## config.mk

```make
export PLATFORM = sky130hd
export DESIGN_NAME = pcs_tx_top
export DESIGN_NICKNAME = d
export VERILOG_FILES = /design/src/common/pcs_pkg.sv /design/src/hw/pcs_tx_top.sv /design/src/pcs_tx/encoder_fsm.sv /design/src/pcs_tx/tx_classifier.sv /design/src/pcs_tx/tx_scrambler.sv
export VERILOG_INCLUDE_DIRS = /design/src /design/src/common
export SDC_FILE = /design/constraint.sdc
export NUM_CORES = 1
export LEC_CHECK = 0
export BUFFER_PORTS_ARGS = -buffer_cell sky130_fd_sc_hd__buf_4
export CORE_ASPECT_RATIO = 2
export CORE_MARGIN = 10
export CORE_UTILIZATION = 45
export DETAILED_ROUTE_END_ITERATION = 10
export HOLD_SLACK_MARGIN = 0.15
export SKIP_CTS_REPAIR_TIMING = 1
export SYNTH_ARGS = -nofsm -noshare
export SYNTH_HDL_FRONTEND = slang
export SYNTH_SLANG_ARGS = --single-unit
```

## constraint.sdc

```tcl
create_clock -name i_clock -period 11.5 [get_ports i_clock]
set_input_delay 3.45 -clock i_clock [delete_from_list [all_inputs] [get_ports i_clock]]
set_output_delay 3.45 -clock i_clock [all_outputs]
set_load 0.02 [all_outputs]
```

## src/common/pcs_cfg.svh

```systemverilog
`ifndef PCS_CFG_SVH
`define PCS_CFG_SVH

`define PCS_DATA_W    64
`define PCS_CTRL_W    8                 // One flag per lane
`define PCS_BLOCK_W   66

// Scrambler polynomial x^58 + x^39 + 1
`define PCS_SCR_W     58
`define PCS_SCR_SEED  {`PCS_SCR_W{1'b1}}

// XGMII control characters
`define PCS_CH_IDLE   8'h07
`define PCS_CH_START  8'hFB
`define PCS_CH_TERM   8'hFD
`define PCS_CH_ERROR  8'hFE

`define PCS_PCS_ERROR 7'h1E

`define PCS_SYNC_DATA 2'b01
`define PCS_SYNC_CTRL 2'b10
`define PCS_BT_CTRL   8'h1E             // All-control block type
`define PCS_ERROR_PAYLOAD {{8{`PCS_PCS_ERROR}}, `PCS_BT_CTRL}

`endif

```

## src/common/pcs_pkg.sv

```systemverilog
`default_nettype none

`include "pcs_cfg.svh"

package pcs_pkg;

  typedef logic [`PCS_DATA_W-1:0] xgmii_data_t;
  typedef logic [`PCS_CTRL_W-1:0] xgmii_ctrl_t;

  // 01 data, 10 control
  typedef logic [1:0] sync_hdr_t;

  typedef logic [`PCS_BLOCK_W-3:0] block_payload_t;

  typedef struct packed {
    xgmii_data_t data;
    xgmii_ctrl_t ctrl;
  } xgmii_word_t;

  typedef struct packed {
    sync_hdr_t      hdr;
    block_payload_t payload;
  } coded_block_t;

  typedef enum logic [2:0] {
    TYPE_D,
    TYPE_S,
    TYPE_C,
    TYPE_T,
    TYPE_E
  } block_type_t;

  typedef struct packed {
    coded_block_t block;
    block_type_t  btype;
  } typed_block_t;

  // Transmit sequence states
  typedef enum logic [2:0] {
    TX_INIT,
    TX_C,
    TX_D,
    TX_T,
    TX_E
  } tx_state_t;

endpackage

`default_nettype wire

```

## src/hw/pcs_tx_top.sv

```systemverilog
`timescale 1ns/1ps
`default_nettype none

module pcs_tx_top
(
  input  wire                           i_clock,
  input  wire                           i_reset,
  input  wire                           i_valid,
  input  wire pcs_pkg::xgmii_word_t     i_word,
  output logic                          o_valid,
  output pcs_pkg::coded_block_t         o_block
);

  // Classifier to FSM
  logic                     cls_valid;
  pcs_pkg::typed_block_t    cls_typed;

  // FSM to scrambler
  logic                     enc_valid;
  pcs_pkg::coded_block_t    enc_block;

  tx_classifier u_classifier
  (
    .i_clock (i_clock),
    .i_reset (i_reset),
    .i_valid (i_valid),
    .i_word  (i_word),
    .o_valid (cls_valid),
    .o_typed (cls_typed)
  );

  encoder_fsm u_encoder
  (
    .i_clock (i_clock),
    .i_reset (i_reset),
    .i_valid (cls_valid),
    .i_typed (cls_typed),
    .o_valid (enc_valid),
    .o_block (enc_block)
  );

  tx_scrambler u_scrambler
  (
    .i_clock (i_clock),
    .i_reset (i_reset),
    .i_valid (enc_valid),
    .i_block (enc_block),
    .o_valid (o_valid),
    .o_block (o_block)
  );

endmodule

`default_nettype wire

```

## src/pcs_tx/encoder_fsm.sv

```systemverilog
`timescale 1ns/1ps
`default_nettype none

`include "pcs_cfg.svh"

module encoder_fsm
(
  input  wire                           i_clock,
  input  wire                           i_reset,
  input  wire                           i_valid,
  input  wire pcs_pkg::typed_block_t    i_typed,
  output logic                          o_valid,
  output pcs_pkg::coded_block_t         o_block
);

  // Local fault ordered set with seq 0x9C and data 00 00 01
  localparam pcs_pkg::coded_block_t LF_BLOCK = {`PCS_SYNC_CTRL, 64'h0000_0000_0100_004B};
  localparam pcs_pkg::coded_block_t ERR_BLOCK = {`PCS_SYNC_CTRL, `PCS_ERROR_PAYLOAD};

  pcs_pkg::tx_state_t     state;
  pcs_pkg::tx_state_t     state_next;
  pcs_pkg::block_type_t   btype;
  logic                   legal;
  pcs_pkg::coded_block_t  block_next;

  assign btype = i_typed.btype;

  always_comb
  begin
    state_next = pcs_pkg::TX_E;
    legal      = 1'b0;
    case (state)
      pcs_pkg::TX_INIT, pcs_pkg::TX_C, pcs_pkg::TX_T:
      begin
        if (btype == pcs_pkg::TYPE_C)
        begin
          legal      = 1'b1;
          state_next = pcs_pkg::TX_C;
        end
        else if (btype == pcs_pkg::TYPE_S)
        begin
          legal      = 1'b1;
          state_next = pcs_pkg::TX_D;
        end
      end
      pcs_pkg::TX_D:
      begin
        if (btype == pcs_pkg::TYPE_D)
        begin
          legal      = 1'b1;
          state_next = pcs_pkg::TX_D;
        end
        else if (btype == pcs_pkg::TYPE_T)
        begin
          legal      = 1'b1;
          state_next = pcs_pkg::TX_T;
        end
      end
      pcs_pkg::TX_E:
      begin
        // Resync on anything but start or error
        if (btype == pcs_pkg::TYPE_T)
        begin
          legal      = 1'b1;
          state_next = pcs_pkg::TX_T;
        end
        else if (btype == pcs_pkg::TYPE_D)
        begin
          legal      = 1'b1;
          state_next = pcs_pkg::TX_D;
        end
        else if (btype == pcs_pkg::TYPE_C)
        begin
          legal      = 1'b1;
          state_next = pcs_pkg::TX_C;
        end
      end
      default: state_next = pcs_pkg::TX_E;
    endcase
  end

  assign block_next = legal ? i_typed.block : ERR_BLOCK;

  always_ff @(posedge i_clock)
  begin
    if (i_reset)
    begin
      state   <= pcs_pkg::TX_INIT;
      o_block <= LF_BLOCK;
      o_valid <= 1'b0;
    end
    else
    begin
      o_valid <= i_valid;
      if (i_valid)
      begin
        state   <= state_next;
        o_block <= block_next;
      end
    end
  end

endmodule

`default_nettype wire

```

## src/pcs_tx/tx_classifier.sv

```systemverilog
`timescale 1ns/1ps
`default_nettype none

`include "pcs_cfg.svh"

module tx_classifier
(
  input  wire                           i_clock,
  input  wire                           i_reset,
  input  wire                           i_valid,
  input  wire pcs_pkg::xgmii_word_t     i_word,
  output logic                          o_valid,
  output pcs_pkg::typed_block_t         o_typed
);

  localparam logic [7:0] BT_START = 8'h78;

  pcs_pkg::xgmii_data_t     data;
  pcs_pkg::xgmii_ctrl_t     ctrl;
  pcs_pkg::xgmii_ctrl_t     lane_idle;
  pcs_pkg::xgmii_ctrl_t     lane_term;
  logic                     term_ok;
  logic [2:0]               term_lane;
  logic [7:0]               term_bt;
  pcs_pkg::block_payload_t  term_payload;
  pcs_pkg::block_type_t     btype;
  pcs_pkg::coded_block_t    block;

  assign data = i_word.data;
  assign ctrl = i_word.ctrl;

  always_comb
  begin
    for (int lane = 0; lane < `PCS_CTRL_W; lane++)
    begin
      lane_idle[lane] = ctrl[lane] && (data[8*lane +: 8] == `PCS_CH_IDLE);
      lane_term[lane] = ctrl[lane] && (data[8*lane +: 8] == `PCS_CH_TERM);
    end
  end

  // First control lane must be terminate with idles above it
  always_comb
  begin
    logic [`PCS_CTRL_W-1:0] low_mask;
    logic [`PCS_CTRL_W-1:0] high_mask;
    term_ok   = 1'b0;
    term_lane = '0;
    for (int k = 0; k < `PCS_CTRL_W; k++)
    begin
      low_mask  = (`PCS_CTRL_W'(1) << k) - `PCS_CTRL_W'(1);
      high_mask = ~(low_mask | (`PCS_CTRL_W'(1) << k));
      if (((ctrl & low_mask) == '0) && lane_term[k] &&
          ((lane_idle & high_mask) == high_mask))
      begin
        term_ok   = 1'b1;
        term_lane = 3'(k);
      end
    end
  end

  always_comb
  begin
    case (term_lane)
      3'd0: term_bt = 8'h87;
      3'd1: term_bt = 8'h99;
      3'd2: term_bt = 8'hAA;
      3'd3: term_bt = 8'hB4;
      3'd4: term_bt = 8'hCC;
      3'd5: term_bt = 8'hD2;
      3'd6: term_bt = 8'hE1;
      default: term_bt = 8'hFF;
    endcase
  end

  // Keep data bytes below the terminate lane
  assign term_payload = ((data & ({`PCS_DATA_W{1'b1}} >> (`PCS_DATA_W - 8*term_lane))) << 8)
                        | pcs_pkg::block_payload_t'(term_bt);

  always_comb
  begin
    block.hdr     = `PCS_SYNC_CTRL;
    block.payload = `PCS_ERROR_PAYLOAD;
    btype         = pcs_pkg::TYPE_E;
    if (ctrl == '0)
    begin
      btype         = pcs_pkg::TYPE_D;
      block.hdr     = `PCS_SYNC_DATA;
      block.payload = data;
    end
    else if ((ctrl == '1) && (lane_idle == '1))
    begin
      btype         = pcs_pkg::TYPE_C;
      block.payload = pcs_pkg::block_payload_t'(`PCS_BT_CTRL);  // Idle codes are zero
    end
    else if ((ctrl == `PCS_CTRL_W'(1)) && (data[7:0] == `PCS_CH_START))
    begin
      btype         = pcs_pkg::TYPE_S;
      block.payload = {data[`PCS_DATA_W-1:8], BT_START};
    end
    else if (term_ok)
    begin
      btype         = pcs_pkg::TYPE_T;
      block.payload = term_payload;
    end
  end

  always_ff @(posedge i_clock)
  begin
    if (i_reset)
      o_valid <= 1'b0;
    else
      o_valid <= i_valid;
  end

  always_ff @(posedge i_clock)
  begin
    if (i_valid)
    begin
      o_typed.block <= block;
      o_typed.btype <= btype;
    end
  end

endmodule

`default_nettype wire

```

## src/pcs_tx/tx_scrambler.sv

```systemverilog
`timescale 1ns/1ps
`default_nettype none

`include "pcs_cfg.svh"

module tx_scrambler
(
  input  wire                           i_clock,
  input  wire                           i_reset,
  input  wire                           i_valid,
  input  wire pcs_pkg::coded_block_t    i_block,
  output logic                          o_valid,
  output pcs_pkg::coded_block_t         o_block
);

  localparam int TAP_39 = 38;
  localparam int TAP_58 = `PCS_SCR_W - 1;

  logic [`PCS_SCR_W-1:0]    scr_state;
  logic [`PCS_SCR_W-1:0]    scr_next;
  pcs_pkg::block_payload_t  scrambled;

  // Bit 0 first and each output bit feeds back
  always_comb
  begin
    scr_next = scr_state;
    for (int i = 0; i < `PCS_DATA_W; i++)
    begin
      scrambled[i] = i_block.payload[i] ^ scr_next[TAP_39] ^ scr_next[TAP_58];
      scr_next     = {scr_next[`PCS_SCR_W-2:0], scrambled[i]};
    end
  end

  always_ff @(posedge i_clock)
  begin
    if (i_reset)
    begin
      o_valid   <= 1'b0;
      scr_state <= `PCS_SCR_SEED;
    end
    else
    begin
      o_valid <= i_valid;
      if (i_valid)
        scr_state <= scr_next;
    end
  end

  always_ff @(posedge i_clock)
  begin
    if (i_valid)
      o_block <= {i_block.hdr, scrambled};  // Header unscrambled
  end

endmodule

`default_nettype wire

```

---- Word-level counts from Yosys, hierarchy flattened ----
Cells that the tools add are included.
storage, ports and cells
  register bits after elaboration ......... 265
  output and inout port bits .............. 67
operators by class
  add/sub/neg operators ................... 1
  equality and inequality tests ........... 39
  shift-type cells ........................ 1
  mux-type cells .......................... 41
  bitwise gates (word level) .............. 130
  reduce and logical (&&, ||, !) cells .... 46
operator list
  operator                                              count
  2-to-1 mux 64 bit                                     4
  XOR 1 bit                                             128
  == test 8 bit (second input constant)                 11
  2-to-1 mux 66 bit                                     1
  == test 8 x 3 -> 1 bit (second input constant)        8
  zero test 8 bit                                       8
  bitwise OR 64 x 8 -> 64 bit                           1
  right shift 64 x 32 -> 56 bit (first input constant)  1
  bitwise AND 56 bit                                    1
  one-hot mux 7 bit (7 select lines)                    1
  2-to-1 mux 3 bit                                      14
  logical AND 1 bit                                     32
  == test 3 x 2 -> 1 bit (second input constant)        6
  2-to-1 mux 1 bit                                      16
  == test 3 bit (second input constant)                 5
  == test 3 x 1 -> 1 bit (second input constant)        3
  zero test 3 bit                                       3
  one-hot mux 3 bit (3 select lines)                    1
  == test 8 x 1 -> 1 bit (second input constant)        1
  subtractor 7 x 6 -> 8 bit (first input constant)      1
  == test 7 bit (second input constant)                 1
  == test 6 bit (second input constant)                 1
  2-to-1 mux 2 bit                                      3
  OR reduction 3 bit                                    2
  other kinds (5)                                       5

---- Logic depth before layout (Yosys ltp) ----
  word-level depth ........................ 19
  depth in mapped cells ................... 16
  depth with buffers taken out ............ 13

---- Hierarchy ----
From an unflattened synthesis, not the netlist that was laid out.
second synthesis, totals
  cell total of the unflattened synthesis .. 1,108
  area, all modules ....................... 12,555.8 µm²
modules (own cells, without submodules)
  module         times used  cells an instance  area an instance (µm²)  seq. area each (µm²)
  tx_scrambler   1           384                5,505.3                 3,163.0
  tx_classifier  1           401                4,189.0                 2,092.0
  encoder_fsm    1           323                2,861.5                 1,401.3

---- Worst setup path before layout ----
No wires, ideal clock.
  path kind ............................... input to register
  start ................................... in i_word[69] (netlist bit)
  end ..................................... reg u_classifier.o_typed[30] (netlist bit) (data pin)
  setup time .............................. 256 ps
  arrival ................................. 6,970 ps
  path slack .............................. 4,274 ps
  stages .................................. 16
  buffers on the path ..................... 4
  cells stage by stage .................... or4_1 or4_1 buf_2 nor4b_4 nand2_1 o211ai_1 buf_2 inv_1 ha_1 inv_1 ha_1 clkbuf_1 nand2b_1 clkbuf_1 and3_1 a22o_1
RTL lines
  what                line                 text
  start: declaration  pcs_tx_top.sv:9      input wire pcs_pkg::xgmii_word_t i_word,
  end: declaration    tx_classifier.sv:13  output pcs_pkg::typed_block_t o_typed

==> results.json <==
{
  "run_status": "completed",
  "r2r_slack_ps": 9100,
  "cts_made_buffers": 23,
  "die_x_um": 136,
  "setup_viol": 0,
  "whs_ps": 441,
  "path_max_fanout": 20,
  "wl_per_cell_um": 22.2,
  "cts_tree": "done",
  "drc_errors": 0,
  "synthAdderAreaFrac_pct": 0.826,
  "rows": 85,
  "core_area_um2": 26800,
  "crit_start": "i_word[69]",
  "hold_violations": 0,
  "synth_area_per_cell_um2": 10.9,
  "gp_congestion": 0.897,
  "synth.area.top_cells": "edfxtp_1 33%, dfxtp_1 21%, xnor2_1 8.1%",
  "fmax_mhz": 130,
  "die_y_um": 252,
  "slew_violations": 0,
  "vias": 8777,
  "r2r_start": "u_encoder.o_valid$_SDFF_PP0_",
  "synth-seq-cells": 265,
  "yosysMostFrequentCell": "edfxtp_1",
  "synth_xor_area_share_pct": 9.39,
  "worst-setup-path-type": "input pin to flop",
  "htreeDepth": 1,
  "vdd_drop_max_mv": 0.0875,
  "synth_seq_area_share_pct": 54.9,
  "initial_core_util_pct": 45.2,
  "cp_top_family": "simple AND/OR/NAND/NOR gates",
  "dpl.hpwl_um": 26700,
  "syn_inst": 1112,
  "wl_um": 35100,
  "ios": 142,
  "period_share_pct": 66.9,
  "area.growth.synth_to_final_pct": 16.6,
  "power_mw": 2.11,
  "synth_simple_gate_area_share_pct": 17.6,
  "cts.sinks": 265,
  "overflow": 0,
  "rsz0062_at_grt": "no",
  "post-route-util_pct": 52.7,
  "hp-start": "u_encoder.o_block[64]$_SDFFE_PP0P_",
  "clock_latency_ps": 530,
  "drive_gt1_share_pct": 16.4,
  "placed_cells_incl_taps": 1538,
  "via_per_inst": 5.56,
  "grt_antenna_before_repair": 0,
  "antenna_left": 0,
  "worstPathCellList": "buf_4, or4_1, or4_1, nor4b_4, and3b_1, a21o_1, inv_1, ha_1, inv_1, ha_1, nor2b_1, nand2_1, or3b_2, o21ai_0",
  "p_leak_nw": 4.94,
  "instances_no_fill": 1580,
  "power_density_nw_per_um2": 150,
  "finClkSkew_ps": 20.1,
  "yosysWarnings": 0,
  "slowest_stage": "or4_1",
  "synth_area_um2": 12100,
  "hold_path_class": "flop to flop",
  "ys.flop_type": "edfxtp_1",
  "grt_max_degree": 97,
  "layout.nets": 1298,
  "crit_end": "u_classifier.o_typed[56]$_DFFE_PP_",
  "tns_ps": 0,
  "cp_slowest_stage_delay_ps": 670,
  "required_ps": 11850,
  "synth_edf_count": 135,
  "track_usage_pct": 20.0,
  "syn_nets": 1195,
  "synth.top_cell.area_share_pct": 33.4,
  "ys_async_sr_fraction_pct": 0,
  "fin_crit_ps": 7690,
  "dr.pass1.iters": 5,
  "reg2reg_depth": 3,
  "synth.largest_area_cell": "edfxtp_1",
  "worst_pin_slew_ps": 1280,
  "cp.arrival_ps": 8050,
  "maxCapViolCount": 0,
  "num_antenna_cells": 0,
  "clock_path_buffers": 3,
  "cp.depth": 14,
  "maxSlewHeadroom_pct": 13.4,
  "worstSetupEndpointType": "flop",
  "synthMuxAreaShare_pct": 0.0826,
  "drtIter0Drc": 540,
  "ys_types": 63,
  "synthTopCellsByCount": "135 x edfxtp_1, 130 x dfxtp_1, 112 x xnor2_1, 110 x nor2_1, 72 x nor2b_1",
  "io_buffers": 141,
  "fillCellCount": 2503,
  "startpoint_type": "input pin",
  "die_area_um2": 34300,
  "timing.rr.end": "u_scrambler.scr_state[43]$_SDFFE_PP1P_",
  "synth-compound-area-share_pct": 14.2,
  "grt_pass1_vias": 8793,
  "clkSlewWorstSetupHoldPaths_ps": 70,
  "synth_top_family_by_area": "simple AND/OR/NAND/NOR gates",
  "clockRootBuffer": "clkbuf_16",
  "critPathBufInv": 3,
  "grt_pass1_wl_um": 52900
}
==> state kept, by name, summed over array words and instances, names as in the netlist <==
register               flops
u_classifier.o_typed      69
u_classifier.o_valid       1
u_encoder.state            3
u_encoder.o_block         66
u_scrambler.scr_state     58
u_scrambler.o_valid        1
u_encoder.o_valid          1
u_scrambler.o_block       66
==> power breakdown <==
group / switching [mW] / internal (mW) / leakage (nW)
Sequential: 0.0389 / 1.05 / 2.35
Clock: 0.343 / 0.430 / 0.357
Combinational: 0.143 / 0.107 / 2.23
Total: 0.525 / 1.59 / 4.94
==> area by class of cell <==
cell class	count	area, um2	share of cell area [%]
well taps	348	435	3.08
clock buffers	31	626	4.43
multi-input cells	761	5120	36.2
inverters	15	56.3	0.398
clock inverters	11	115	0.814
flip-flops and latches	265	6660	47.1
repair buffers	149	1120	7.91
==> per-stage QoR <==
stage	setup WS (ps)	area (um2)
3_3_place_gp	3430	13400
5_1_grt	3600	14100
4_1_cts	3870	14100
3_5_place_dp	3310	13400
2_1_floorplan	4270	12100
6_report	3810	14100
==> how the worst min path moves through the flow <==
| stage | to | slack, ps | cells past startpoint |
|---|---|---|---|
| 2_1_floorplan | u_scrambler.o_block[65]$_DFFE_PP_ | 410 | 0 |
| 6_report | u_scrambler.o_block[64]$_DFFE_PP_ | 440 | 0 |
| 4_1_cts | u_scrambler.o_block[64]$_DFFE_PP_ | 440 | 0 |
| 3_5_place_dp | u_scrambler.o_block[64]$_DFFE_PP_ | 420 | 0 |
| 3_3_place_gp | u_scrambler.o_block[64]$_DFFE_PP_ | 420 | 0 |
| 5_1_grt | u_scrambler.o_block[64]$_DFFE_PP_ | 450 | 0 |
==> metal layers <==
metal	GRT usage [%]	part of all wire, %	wire, um	vias up
met2	36.4	53	18600	273
met4	10.7	5.3	1850	0
li1	-	-	-	4254
met1	21.5	37	13000	4186
met5	0	0	0	-
met3	3.03	4.4	1530	64
==> cells by family after synthesis <==
family,Yosys count
AO/OA/AOI/OAI,235
XOR/XNOR,130
AND/OR/NAND/NOR,387
multiplexers,1
buffers and inverters,86
adder cells (fa/ha/maj),8
flip-flops,265
==> layout by cell type, fill, tap and decap left out, drive strengths merged, types with 3 or more instances in the layout <==
cell and n:
o22ai 9, or3b 6, clkbuf 31, nor2b 72
edfxtp 135, a22o 8, nor3 6, dfxtp 130
nand3 42, a31oi 3, o21bai 6, xnor2 112
or4 7, and3 7, nand4b 15, nor2 110
clkinv 5, and2 4, a32o 11, o311ai 7
ha 8, buf 149, nor4 9, xor2 18
a21oi 43, a211oi 38, inv 17, nor4b 6
nand2b 36, nand2 31, nand4 19, o41ai 3
nor3b 5, or3 3, a211o 58, o21ai 36
Note: power is estimated with default switching activity, not from simulation.
